### src/logic/slcPkg.sv
package slcPkg;

    // datapath widths
    typedef logic [15:0] word_t;    // bus, registers, memory data
    typedef logic [7:0]  memAddr_t; // low byte of MAR, 256 words
    typedef logic [2:0]  regIdx_t;  // register file index
    typedef logic [3:0]  busSrc_t;  // one-hot: MARMUX, PC, ALU, MDR
    typedef logic [1:0]  aluOp_t;   // ALU function select

    // bus drivers, one bit each
    localparam busSrc_t busMarmux = 4'b1000;
    localparam busSrc_t busPc     = 4'b0100;
    localparam busSrc_t busAlu    = 4'b0010;
    localparam busSrc_t busMdr    = 4'b0001;

    // IR[15:12] opcodes, LC-3 encoding
    localparam logic [3:0] opBr   = 4'b0000;
    localparam logic [3:0] opAdd  = 4'b0001;
    localparam logic [3:0] opAnd  = 4'b0101;
    localparam logic [3:0] opLdr  = 4'b0110;
    localparam logic [3:0] opStr  = 4'b0111;
    localparam logic [3:0] opNot  = 4'b1001;
    localparam logic [3:0] opTrap = 4'b1111;

    localparam logic [7:0] trapHalt = 8'h25; // TRAP x25 stops the core

    // ALU functions
    localparam aluOp_t aluAdd  = 2'd0;
    localparam aluOp_t aluAnd  = 2'd1;
    localparam aluOp_t aluNot  = 2'd2;
    localparam aluOp_t aluPass = 2'd3; // SR1 straight through, base for LDR/STR

    // memory and reset
    localparam int    memDepth = 256;
    localparam word_t pcReset  = 16'h0000;

endpackage

### src/logic/ctrlIf.sv
`timescale 1ns/1ps

interface ctrlIf;
    import slcPkg::*;

    logic    ldPc, ldMar, ldMdr, ldIr, ldReg, ldCc; // load strobes
    busSrc_t busSrc;    // one-hot bus gate
    logic    pcSel;     // 0 = PC+1, 1 = address adder
    logic    mdrSel;    // 0 = bus, 1 = memory read data
    aluOp_t  aluOp;
    logic    sr2Imm;    // second operand is imm5
    logic    offsetSel; // 1 = PC + offset9, 0 = base + offset6
    logic    memReq, memWe;
    word_t   ir;        // status back from the datapath
    logic    ben;       // branch taken

    modport controller (
        output ldPc, ldMar, ldMdr, ldIr, ldReg, ldCc, busSrc, pcSel, mdrSel,
        output aluOp, sr2Imm, offsetSel, memReq, memWe,
        input  ir, ben
    );

    modport datapath (
        input  ldPc, ldMar, ldMdr, ldIr, ldReg, ldCc, busSrc, pcSel, mdrSel,
        input  aluOp, sr2Imm, offsetSel, memReq, memWe,
        output ir, ben
    );

endinterface

### src/logic/memIf.sv
`timescale 1ns/1ps

interface memIf;
    import slcPkg::*;

    logic     req;   // held until gnt
    logic     we;
    memAddr_t addr;
    word_t    wdata;
    logic     gnt;   // access happens this cycle
    word_t    rdata; // valid the cycle after a read gnt

    modport datapath (
        output req, we, addr, wdata,
        input  gnt, rdata
    );

    modport memory (
        input  req, we, addr, wdata,
        output gnt, rdata
    );

endinterface

### src/logic/pcUnit.sv
`timescale 1ns/1ps

module pcUnit (
    input  logic          Clk,
    input  logic          rstN,
    input  logic          ldPc,
    input  logic          pcSel,  // 1 takes the branch target
    input  slcPkg::word_t target,
    output slcPkg::word_t pc
);
    import slcPkg::*;

    word_t pcNext;

    // PCMUX
    always_comb
    begin
        if (pcSel)
            pcNext = target;       // taken branch
        else
            pcNext = pc + 16'd1;   // sequential fetch
    end

    always_ff @(posedge Clk)
    begin
        if (!rstN)
            pc <= pcReset;
        else if (ldPc)
            pc <= pcNext;
    end

    // an X select would silently corrupt the PC
    pcSelKnown: assert property (@(posedge Clk) disable iff (!rstN)
        ldPc |-> !$isunknown(pcSel));

endmodule

### src/logic/marMdr.sv
`timescale 1ns/1ps

module marMdr (
    input  logic          Clk,
    input  logic          rstN,
    input  logic          ldMar,
    input  logic          ldMdr,
    input  logic          mdrSel,  // 1 = memory, 0 = bus
    input  logic          memReq,
    input  logic          memWe,
    input  slcPkg::word_t bus,
    memIf.datapath        mem,
    output slcPkg::word_t mdr
);
    import slcPkg::*;

    word_t mar;
    word_t mdrNext;

    // MAR low byte is the memory address
    always_ff @(posedge Clk)
    begin
        if (!rstN)
            mar <= '0;
        else if (ldMar)
            mar <= bus;
    end

    assign mdrNext = mdrSel ? mem.rdata : bus; // MDRMUX

    always_ff @(posedge Clk)
    begin
        if (ldMdr)
            mdr <= mdrNext;
    end

    // core side of the memory port
    assign mem.addr  = mar[7:0]; // only 256 words exist
    assign mem.wdata = mdr;
    assign mem.req   = memReq;
    assign mem.we    = memWe;

endmodule

### src/logic/regFileAlu.sv
`timescale 1ns/1ps

module regFileAlu (
    input  logic             Clk,
    input  logic             rstN,
    input  logic             ldReg,
    input  logic             ldCc,
    input  slcPkg::regIdx_t  dr,
    input  slcPkg::regIdx_t  sr1,
    input  slcPkg::regIdx_t  sr2,
    input  logic             sr2Imm,
    input  slcPkg::aluOp_t   aluOp,
    input  slcPkg::word_t    imm5,    // already sign-extended
    input  slcPkg::word_t    bus,
    output slcPkg::word_t    aluOut,
    output logic [2:0]       nzp
);
    import slcPkg::*;

    word_t regs [8]; // R0..R7
    word_t opA;
    word_t opB;

    // register writes come from the bus only
    always_ff @(posedge Clk)
    begin
        if (ldReg)
            regs[dr] <= bus;
    end

    assign opA = regs[sr1];
    assign opB = sr2Imm ? imm5 : regs[sr2]; // SR2MUX

    always_comb
    begin
        unique case (aluOp)
            aluAdd:  aluOut = opA + opB; // wraps at 16 bits
            aluAnd:  aluOut = opA & opB;
            aluNot:  aluOut = ~opA;
            default: aluOut = opA;       // pass for the LDR/STR base address
        endcase
    end

    // condition codes follow whatever lands in a register
    always_ff @(posedge Clk)
    begin
        if (!rstN)
        begin
            nzp <= 3'b010; // z after reset
        end
        else if (ldCc)
        begin
            if (bus[15])
                nzp <= 3'b100;
            else if (bus == '0)
                nzp <= 3'b010;
            else
                nzp <= 3'b001;
        end
    end

    // an undefined bus value would quietly set p
    ccFromKnownBus: assert property (@(posedge Clk) disable iff (!rstN)
        ldCc |-> !$isunknown(bus));

endmodule

### src/logic/datapath.sv
`timescale 1ns/1ps

module datapath (
    input  logic          Clk,
    input  logic          rstN,
    ctrlIf.datapath       ctrl,
    memIf.datapath        mem,
    output slcPkg::word_t pcOut,
    output slcPkg::word_t irOut
);
    import slcPkg::*;

    word_t      bus;
    word_t      pc, mdr, aluOut, addrSum, ir;
    word_t      offset9, offset6, imm5;
    regIdx_t    sr1;
    logic [2:0] nzp;

    // sign-extended IR fields
    assign offset9 = {{7{ir[8]}}, ir[8:0]};
    assign offset6 = {{10{ir[5]}}, ir[5:0]};
    assign imm5    = {{11{ir[4]}}, ir[4:0]};

    // address adder, PC-relative for BR and base-relative for LDR/STR
    assign addrSum = ctrl.offsetSel ? pc + offset9 : aluOut + offset6;

    // STR moves its source reg to MDR through the ALU pass path
    assign sr1 = (ir[15:12] == opStr && ctrl.busSrc == busAlu) ? ir[11:9] : ir[8:6];

    always_comb
    begin
        unique case (ctrl.busSrc)
            busMarmux: bus = addrSum;
            busPc:     bus = pc;
            busAlu:    bus = aluOut;
            busMdr:    bus = mdr;
            default:   bus = '0; // nothing gated
        endcase
    end

    always_ff @(posedge Clk)
    begin
        if (!rstN)
            ir <= '0;
        else if (ctrl.ldIr)
            ir <= bus;
    end

    assign ctrl.ir  = ir;
    assign ctrl.ben = |(ir[11:9] & nzp); // any requested flag set
    assign pcOut    = pc;
    assign irOut    = ir;

    pcUnit pcUnit_i (.Clk(Clk), .rstN(rstN), .ldPc(ctrl.ldPc), .pcSel(ctrl.pcSel),
                     .target(addrSum), .pc(pc));

    marMdr marMdr_i (.Clk(Clk), .rstN(rstN), .ldMar(ctrl.ldMar), .ldMdr(ctrl.ldMdr),
                     .mdrSel(ctrl.mdrSel), .memReq(ctrl.memReq), .memWe(ctrl.memWe),
                     .bus(bus), .mem(mem), .mdr(mdr));

    regFileAlu regFileAlu_i (.Clk(Clk), .rstN(rstN), .ldReg(ctrl.ldReg), .ldCc(ctrl.ldCc),
                             .dr(ir[11:9]), .sr1(sr1), .sr2(ir[2:0]), .sr2Imm(ctrl.sr2Imm),
                             .aluOp(ctrl.aluOp), .imm5(imm5), .bus(bus),
                             .aluOut(aluOut), .nzp(nzp));

    // bus contention check, the FSM gates at most one driver
    busOneHot: assert property (@(posedge Clk) disable iff (!rstN)
        $onehot0(ctrl.busSrc));

endmodule

### src/logic/controlFsm.sv
`timescale 1ns/1ps

module controlFsm (
    input  logic       Clk,
    input  logic       rstN,
    input  logic       run,
    ctrlIf.controller  ctrl,
    input  logic       gnt,
    output logic       halted
);
    import slcPkg::*;

    typedef enum logic [3:0] {
        sIdle, sFetch1, sFetch2, sFetch3, sFetch4, sDecode,
        sAlu, sBr,
        sLdrAddr, sLdrRead, sLdrCap, sLdrWb,
        sStrAddr, sStrData, sStrWrite,
        sHalt
    } state_t;

    state_t     state, stateNext;
    logic [3:0] opcode;

    assign opcode = ctrl.ir[15:12];

    always_ff @(posedge Clk)
    begin
        if (!rstN)
            state <= sIdle;
        else
            state <= stateNext;
    end

    always_comb
    begin
        stateNext = state;
        unique case (state)
            sIdle:    if (run) stateNext = sFetch1;
            sFetch1:  stateNext = sFetch2;
            sFetch2:  if (gnt) stateNext = sFetch3; // hold read until granted
            sFetch3:  stateNext = sFetch4;
            sFetch4:  stateNext = sDecode;
            sDecode:
            begin
                case (opcode)
                    opAdd, opAnd, opNot: stateNext = sAlu;
                    opBr:                stateNext = sBr;
                    opLdr:               stateNext = sLdrAddr;
                    opStr:               stateNext = sStrAddr;
                    opTrap:              stateNext = (ctrl.ir[7:0] == trapHalt) ? sHalt : sFetch1;
                    default:             stateNext = sFetch1; // unsupported, skip it
                endcase
            end
            sAlu, sBr: stateNext = sFetch1;
            sLdrAddr:  stateNext = sLdrRead;
            sLdrRead:  if (gnt) stateNext = sLdrCap;
            sLdrCap:   stateNext = sLdrWb;
            sLdrWb:    stateNext = sFetch1;
            sStrAddr:  stateNext = sStrData;
            sStrData:  stateNext = sStrWrite;
            sStrWrite: if (gnt) stateNext = sFetch1;
            sHalt:     stateNext = sHalt; // only reset leaves
            default:   stateNext = sIdle;
        endcase
    end

    always_comb
    begin
        ctrl.ldPc      = 1'b0;
        ctrl.ldMar     = 1'b0;
        ctrl.ldMdr     = 1'b0;
        ctrl.ldIr      = 1'b0;
        ctrl.ldReg     = 1'b0;
        ctrl.ldCc      = 1'b0;
        ctrl.busSrc    = '0;
        ctrl.pcSel     = 1'b0;
        ctrl.mdrSel    = 1'b0;
        ctrl.aluOp     = aluPass;
        ctrl.sr2Imm    = 1'b0;
        ctrl.offsetSel = 1'b0;
        ctrl.memReq    = 1'b0;
        ctrl.memWe     = 1'b0;
        unique case (state)
            sFetch1:
            begin
                ctrl.busSrc = busPc; // MAR <- PC, PC <- PC+1
                ctrl.ldMar  = 1'b1;
                ctrl.ldPc   = 1'b1;
            end
            sFetch2, sLdrRead: ctrl.memReq = 1'b1;
            sFetch3, sLdrCap:
            begin
                ctrl.mdrSel = 1'b1; // MDR <- rdata
                ctrl.ldMdr  = 1'b1;
            end
            sFetch4:
            begin
                ctrl.busSrc = busMdr;
                ctrl.ldIr   = 1'b1;
            end
            sAlu:
            begin
                ctrl.busSrc = busAlu;
                ctrl.sr2Imm = ctrl.ir[5];
                ctrl.ldReg  = 1'b1;
                ctrl.ldCc   = 1'b1;
                case (opcode)
                    opAdd:   ctrl.aluOp = aluAdd;
                    opAnd:   ctrl.aluOp = aluAnd;
                    default: ctrl.aluOp = aluNot;
                endcase
            end
            sBr:
            begin
                ctrl.offsetSel = 1'b1;
                ctrl.pcSel     = 1'b1;
                ctrl.ldPc      = ctrl.ben; // not taken, PC already points on
            end
            sLdrAddr, sStrAddr:
            begin
                ctrl.busSrc = busMarmux; // base + offset6, aluOp stays pass
                ctrl.ldMar  = 1'b1;
            end
            sLdrWb:
            begin
                ctrl.busSrc = busMdr;
                ctrl.ldReg  = 1'b1;
                ctrl.ldCc   = 1'b1;
            end
            sStrData:
            begin
                ctrl.busSrc = busAlu; // SR via pass
                ctrl.ldMdr  = 1'b1;
            end
            sStrWrite:
            begin
                ctrl.memReq = 1'b1;
                ctrl.memWe  = 1'b1;
            end
            default: ;
        endcase
    end

    assign halted = (state == sHalt);

    // MDR never captures memory data without a granted read just before
    mdrAfterRead: assert property (@(posedge Clk) disable iff (!rstN)
        (ctrl.ldMdr && ctrl.mdrSel) |-> $past(ctrl.memReq && !ctrl.memWe && gnt));

endmodule

### src/logic/memSubsystem.sv
`timescale 1ns/1ps

module memSubsystem (
    input  logic             Clk,
    input  logic             rstN,
    memIf.memory             core,
    input  logic             hostReq,
    input  logic             hostWe,
    input  slcPkg::memAddr_t hostAddr,
    input  slcPkg::word_t    hostWrData,
    output logic             hostGnt,
    output slcPkg::word_t    hostRdData,
    output logic             hostRdValid
);
    import slcPkg::*;

    word_t    mem [memDepth];
    word_t    rdData;
    memAddr_t addr;
    word_t    wdata;
    logic     coreGnt, we, access;

    // core has fixed priority, host only gets idle cycles
    assign coreGnt = core.req;
    assign hostGnt = hostReq && !core.req;
    assign access  = coreGnt || hostGnt;

    // the winner drives the single port
    assign addr  = coreGnt ? core.addr  : hostAddr;
    assign we    = coreGnt ? core.we    : hostWe;
    assign wdata = coreGnt ? core.wdata : hostWrData;

    always_ff @(posedge Clk)
    begin
        if (access && we)
            mem[addr] <= wdata;
        else if (access)
            rdData <= mem[addr]; // registered read, one cycle
    end

    always_ff @(posedge Clk)
    begin
        if (!rstN)
            hostRdValid <= 1'b0;
        else
            hostRdValid <= hostGnt && !hostWe;
    end

    assign core.gnt    = coreGnt;
    assign core.rdata  = rdData; // shared read register
    assign hostRdData  = rdData;

    oneGrant: assert property (@(posedge Clk) disable iff (!rstN)
        !(coreGnt && hostGnt));

endmodule

### src/logic/slcTop.sv
`timescale 1ns/1ps

module slcTop (
    input  logic             Clk,
    input  logic             rstN,
    input  logic             run,
    input  logic             hostReq,
    input  logic             hostWe,
    input  slcPkg::memAddr_t hostAddr,
    input  slcPkg::word_t    hostWrData,
    output logic             hostGnt,
    output slcPkg::word_t    hostRdData,
    output logic             hostRdValid,
    output slcPkg::word_t    pcOut,
    output slcPkg::word_t    irOut,
    output logic             halted
);

    ctrlIf ctrlBus ();  // FSM <-> datapath
    memIf  memBus ();   // core memory port

    datapath datapath_i (
        .Clk   (Clk),
        .rstN  (rstN),
        .ctrl  (ctrlBus.datapath),
        .mem   (memBus.datapath),
        .pcOut (pcOut),
        .irOut (irOut)
    );

    controlFsm controlFsm_i (
        .Clk    (Clk),
        .rstN   (rstN),
        .run    (run),
        .ctrl   (ctrlBus.controller),
        .gnt    (memBus.gnt),   // FSM waits on the core grant
        .halted (halted)
    );

    memSubsystem memSubsystem_i (
        .Clk         (Clk),
        .rstN        (rstN),
        .core        (memBus.memory),
        .hostReq     (hostReq),
        .hostWe      (hostWe),
        .hostAddr    (hostAddr),
        .hostWrData  (hostWrData),
        .hostGnt     (hostGnt),
        .hostRdData  (hostRdData),
        .hostRdValid (hostRdValid)
    );

endmodule

### config.mk
export PLATFORM = sky130hd
export DESIGN_NAME = slcTop
export DESIGN_NICKNAME = d
export VERILOG_FILES = /design/src/logic/slcPkg.sv /design/src/logic/ctrlIf.sv /design/src/logic/memIf.sv /design/src/logic/pcUnit.sv /design/src/logic/marMdr.sv /design/src/logic/regFileAlu.sv /design/src/logic/datapath.sv /design/src/logic/controlFsm.sv /design/src/logic/memSubsystem.sv /design/src/logic/slcTop.sv
export SDC_FILE = /design/constraint.sdc
export NUM_CORES = 2
export LEC_CHECK = 0
export BUFFER_PORTS_ARGS = -buffer_cell sky130_fd_sc_hd__buf_4
export CAP_MARGIN = 20
export CORE_MARGIN = 5
export CORE_UTILIZATION = 30
export DETAILED_ROUTE_END_ITERATION = 8
export PLACE_DENSITY = 0.5
export SLEW_MARGIN = 5
export SYNTH_ARGS = -nofsm -noshare
export SYNTH_HDL_FRONTEND = slang
export SYNTH_MEMORY_MAX_BITS = 65536
export SYNTH_SLANG_ARGS = --single-unit
### constraint.sdc
create_clock -name Clk -period 8.6 [get_ports Clk]
set_input_delay 1.72 -clock Clk [delete_from_list [all_inputs] [get_ports Clk]]
set_output_delay 1.72 -clock Clk [all_outputs]
set_load 0.05 [all_outputs]
======== Yosys cells after proc, flatten, opt, wreduce, memory -nomap -nowiden ========
Memories as Yosys holds them, arrays and structs flattened. A register that Yosys moved wholly into a read port is not among the register bits.
Index checks and enable logic that the tools add are counted.
Widths: inputs -> output; s select.
word-level totals
  flip-flop bits (word level) ............. 64
  bits in latches ......................... 0
  bits in writable memories ............... 4224
  memory bits (read-only) ................. 0
  input bits .............................. 29
  output and inout port bits .............. 51
  memories kept ........................... 2
memories
  memory                        words  bits a word  rd ports  clocked after Yosys merged registers in  write ports  line                RTL
  memSubsystem_i.mem            256    16           1         1                                        1            memSubsystem.sv:17  word_t mem [memDepth];
  datapath_i.regFileAlu_i.regs  8      16           2         1                                        1            regFileAlu.sv:20    word_t regs [8];
operators by class
  add/subtract/negate cells ............... 4
  multiply operators ...................... 0
  divide/modulo/power cells ............... 0
  magnitude comparators ................... 0
  equal/unequal tests ..................... 32
  shifts and indexed selects .............. 0
  multiplexer cells ....................... 38
  bitwise gates (word level) .............. 4
  reductions and logical operators ........ 24
operators by type and width
  cell                   count
  $mux 16                5
  $pmux 16 s4            1
  $pmux 4 s14            1
  $add 16x16->16         3
  $pmux 16 s3            1
  $eq 4x4->1 const B     11
  $eq 4x3->1 const B     8
  $mux 4                 5
  $pmux 4 s5             1
  $reduce_or 3->1        6
  $add 16x1->16 const B  1
  $and 16x16->16         1
  $logic_not 16->1       1
  $not 16->16            1
  $pmux 4 s4             1
  $mux 1                 14
  $eq 4x1->1 const B     3
  $eq 4x2->1 const B     3
  $mux 3                 4
  $reduce_or 2->1        5
  $eq 8x6->1 const B     1
  $logic_not 4->1        2
  $mux 8                 1
  $ne 2x1->1 const B     3
  other kinds (14)       19

======== Longest topological paths before layout ========
An unclocked memory read counts as a cell.
  word-level depth ........................ 15
  depth in mapped cells ................... 37
  mapped depth without buffers ............ 34

======== Cells and area by module ========
From an unflattened synthesis, not the netlist that was laid out.
second synthesis, totals
  cell total of the unflattened synthesis .. 8421
  area, all modules ....................... 169681.5 sq um
by module, submodules not included
  module        times used  cells each  area an instance (sq um)
  memSubsystem  1           7285        156876.7
  regFileAlu    1           477         7233.2
  datapath      1           350         2741.4
  marMdr        1           77          1162.4
  pcUnit        1           139         1064.8
  controlFsm    1           93          603.1

======== Worst setup path after synthesis ========
OpenSTA, ideal clock, no wires.
  kind .................................... register to register
  start point ............................. register datapath_i.ir[14] (netlist: datapath_i.ctrl.ir[14])
  end point ............................... register datapath_i.regFileAlu_i.nzp[0]
  library setup time ...................... 0.117 ns
  data arrival time ....................... 7.636 ns
  required time ........................... 8.483 ns
  path slack .............................. 0.847 ns
  stages on the path, launching flop included .. 35
  cell sequence ........................... dfxtp_1 buf_2 nand4b_2 a21oi_4 mux2_4 buf_12 mux4_2 mux2i_4 inv_1 ha_1 fa_1 xnor2_1 nor2_1 a21oi_1 o21ai_0 a21oi_1 a21oi_1 ha_1 a211oi_1 o311ai_0 a21o_1 a211oi_1 a21oi_1 ha_1 o21a_1 o31a_1 o221a_2 o21ai_0 nor3b_1 o31ai_1 or4b_4 or4_1 nor4_1 nand4b_1 a32o_1
between the ends
  longest elaborated chain between the ends .. 12
  elaborated cells on any way between the ends .. 21
RTL lines
  item                                    line              RTL
  from (decl)                             datapath.sv:14    word_t pc, mdr, aluOut, addrSum, ir;
  from (signal assigned)                  datapath.sv:46    ir <= bus;
  $eq 4x3->1                              datapath.sv:28    assign sr1 = (ir[15:12] == opStr && ctrl.busSrc == busAlu) ? ir[11:9] : ir[8:6];
  $logic_and 1x1->1                       datapath.sv:28
  $mux 3                                  datapath.sv:28
  $mem_v2 8x16                            --
  $add 16x16->16 (tied with other cells)  regFileAlu.sv:37  aluAdd: aluOut = opA + opB;
  $pmux 16 s3 *                           regFileAlu.sv:36  unique case (aluOp)
  $add 16x16->16                          datapath.sv:25    assign addrSum = ctrl.offsetSel ? pc + offset9 : aluOut + offset6;
  $mux 16                                 datapath.sv:25
  $pmux 16 s4 *                           datapath.sv:32    unique case (ctrl.busSrc)
  net datapath_i.bus[8]                   datapath.sv:13    word_t bus;
  $logic_not 16->1 *                      regFileAlu.sv:55  else if (bus == '0)
  $mux 2 *                                regFileAlu.sv:55
  $mux 3 *                                regFileAlu.sv:53  if (bus[15])
  to (signal assigned)                    regFileAlu.sv:54  nzp <= 3'b100;
  to (signal assigned)                    regFileAlu.sv:56  nzp <= 3'b010;
  to (signal assigned)                    regFileAlu.sv:58  nzp <= 3'b001;
  to (decl)                               regFileAlu.sv:16  output logic [2:0] nzp
The timed path passes the listed nets; every way through them passes the cells marked *.
A chain may end at the register's enable or synchronous reset.

======== Worst setup path in the final report ========
  start point ............................. register datapath_i.ir[13] (netlist: datapath_i.ctrl.ir[13])
  end point ............................... register datapath_i.regFileAlu_i.nzp[0]
Same word-level chain as after synthesis.

==> summary.md <==
| Metric | Value |
|---|---|
| Grt ovf | `0` |
| Chip Width | `759 um` |
| Post-synthesis sequential area ratio | `76.6%` |
| I/O Pins | `80` |
| P&R area growth vs syn | `16.3%` |
| CTS tree | `yes` |
| Top cell type's share of synthesized area | `76.0%` |
| DR vias/cell | `5.21` |
| Clock Latency Late Sink | `1030 ps` |
| Main synth FF type | `edfxtp_1` |
| Fmax | `0.124 GHz` |
| Synth area leader | `edfxtp_1` |
| Startpoint Class | `flip-flop` |
| IO Port Bufs | `79` |
| Pwr Density | `241 mW/mm2` |
| Via count | `85300` |
| Final Skew | `65.5 ps` |
| Worst endpoint data arrival time | `8930 ps` |
| WP data required | `9470 ps` |
| RSZ-0062 raised after global routing | `false` |
| Mux share of post-synthesis cell area | `14.9%` |
| Largest net degree at the start of global routing | `197` |
| Most used cell, CP | `a21oi_1` |
| Crit-path max FO | `9` |
| Final setup TNS | `0 ps` |
| Initial antenna violation count | `33` |
| H-tree lvl count | `5` |
| Fin util | `34.9%` |
| Worst slew pin tran | `1400 ps` |
| Synth Area in Adders | `0.393%` |
| Initial drt markers | `9247` |
| Layout cells sized above 1 | `28.7%` |
| Synth cell count leaders | `4256 x edfxtp_1, 1077 x mux4_2, 520 x a22oi_1` |
| Initial Util | `30.0%` |
| Final WL | `500000 um` |
| # Post-CTS Setup Buffers | `0` |
| GP Congestion | `0.889` |
| First-pass DRT Iterations | `8` |
| Fin. max-slew vios | `0` |
| Number of CTS-inserted buffers | `437` |
| Complex-gate fraction of the synthesized area | `4.55%` |
| ANT nets after route | `0` |
| Top-count cell post-synth | `edfxtp_1` |
| Critical path type | `flip-flop to flip-flop` |
| Core ar. | `0.560 mm2` |
| Fin. Hold Viols | `0` |
| FFs w/ async S/R, synth | `0%` |
| DR DRC count | `0` |
| Height of the die | `759 um` |
| EDFF count, synth | `4256` |
| Seq cells post-synth | `4307` |
| Area of the mapped netlist | `0.168 mm2` |
| Maximum clock insertion buffer count | `4` |
| VDD IR-drop max | `0.181 mV` |
| Run status | `finished, final reports clean` |
| Max Cap Viol | `0` |
| Global-route usage over all layers | `16.9%` |
| Layout Nets | `8574` |
| Crit path largest cell delay | `550 ps` |
| Finish-stage setup viols | `0` |
| Min Tclk post-route | `8060 ps` |
| Synth warn | `0` |
| Leakage Power | `59.6 nW` |
| CP max-delay cell | `or4b_4` |
| Synth Area in Simple Gates | `2.06%` |
| Die area | `0.576 mm2` |
| Final worst path period share | `93.7%` |
| Post-CTS Hold Fix Bufs | `0` |
| Synthesized area per cell | `21.1 um2` |
| Mapped Cells | `7956` |
| Vias in the first global route | `86700` |
| CP delay by family, top | `compound AO/OA/AOI/OAI gates` |
| Worst-path clk slew | `60 ps` |
| Pwr Total | `47.1 mW` |
| Post-synthesis xor/xnor area fraction | `0.161%` |
| PostCTS Resize Cnt | `0` |
| Post-synthesis cell type count | `87` |
| Placed wire-length estimate | `303000 um` |
| Routed len/inst | `30.5 um` |
| First-pass GRT wire length | `696000 um` |
| Crit path capture type | `flip-flop` |
| Relative slew slack | `6.49%` |
| Sink Count | `4307` |
| Root Driver | `clkbuf_16` |
| Largest family of logic cells by synthesized area | `multiplexers` |
| Largest cells by area after synthesis | `edfxtp_1 76%, mux4_2 14%, a22oi_1 2.3%` |
| WP buf/inv | `1` |
| Row count | `275` |
| Min-delay worst type | `flip-flop to flip-flop` |
-- power by group --
part	leakage [nW]	total (mW)	switching, mW	internal, mW
Sequential	38.7	23.6	0.106	23.5
Combinational	14.1	4.87	3.04	1.83
Clock	6.80	18.6	8.20	10.4
Total	59.6	47.1	11.3	35.7
-- routing by layer --
metal / share of wire [%] / vias up / routed length, um / track usage, %
met5: 0.024 / - / 119 / 0
met4: 3.1 / 20 / 15700 / 5.05
met3: 7.1 / 676 / 35600 / 3.29
met2: 48 / 3182 / 240000 / 27.7
met1: 42 / 46500 / 208000 / 22.9
li1: - / 34800 / - / -
-- cell type report --
cell class / count / area, um2
fillers: 51700 / 364000
flip-flops and latches: 4307 / 129000
multi-input cells: 3142 / 37900
clock buffers: 514 / 11300
well taps: 7479 / 9360
repair buffers: 566 / 5390
clock inverters: 292 / 2580
inverters: 40 / 150
diodes: 21 / 52.6
-- tightest hold or removal path: cells and delay by family, from the launching register on --
| family | cells | cell delay [ps] |
|---|---|---|
| AO/OA/AOI/OAI | 1 | 60 |
| flip-flops | 1 | 340 |
| AND/OR/NAND/NOR | 1 | 60 |
-- worst paths after layout --
path / from / to / slack (ps) / cells past startpoint
max: datapath_i.ctrl.ir[13] / datapath_i.regFileAlu_i.nzp[0] / 540 / 32
min reg2reg: datapath_i.marMdr_i.mar[0] / datapath_i.marMdr_i.mar[0] / 510 / 2
min: datapath_i.marMdr_i.mar[0] / datapath_i.marMdr_i.mar[0] / 510 / 2
max reg2reg: datapath_i.ctrl.ir[13] / datapath_i.regFileAlu_i.nzp[0] / 540 / 32
-- cell usage in the layout (no fill, tap or decap), types with 21 or more instances in the layout --
| cell | count |
|---|---|
| clkbuf_1 | 72 |
| buf_8 | 64 |
| nor3_1 | 28 |
| a22oi_1 | 520 |
| edfxtp_1 | 4256 |
| mux4_2 | 1077 |
| nand2_1 | 141 |
| nor2_2 | 179 |
| clkinv_2 | 91 |
| buf_4 | 450 |
| mux2i_1 | 44 |
| a21o_1 | 21 |
| buf_12 | 41 |
| nor4_1 | 28 |
| nand2_4 | 22 |
| a211oi_1 | 30 |
| ha_1 | 48 |
| clkbuf_16 | 442 |
| inv_1 | 36 |
| dfxtp_1 | 50 |
| a21oi_1 | 343 |
| nor2_1 | 206 |
| diode_2 | 21 |
| nand3_1 | 26 |
| clkinv_1 | 116 |
| bufinv_16 | 34 |
| o21ai_0 | 82 |
-- sequential cells by signal, summed over array words and instances (netlist names), named ones only --
register,count
controlFsm_i.state,4
datapath_i.ctrl.ir,16
datapath_i.marMdr_i.mar,8
datapath_i.marMdr_i.mdr,16
datapath_i.pcUnit_i.pc,16
datapath_i.regFileAlu_i.nzp,3
datapath_i.regFileAlu_i.regs,128
memSubsystem_i.core.rdata,16
memSubsystem_i.hostRdValid,1
memSubsystem_i.mem,4096
-- stage by stage --
step,setup WS [ps],hold slack [ps],area (um2),instances
floorplan,847,446,168000,7957
global placement,362,481,180000,15500
detailed placement,637,483,181000,15500
CTS,609,504,195000,16300
global route,99.2,518,196000,16300
finish,544,509,196000,16400
-- kinds of logic after synthesis --
family,after synthesis
mux,1137
other cells,1
xor+xnor,31
simple gates,773
buf+inv,508
flops,4307
fa+ha+maj,51
compound gates,1148
(Power assumes the default switching activity.)
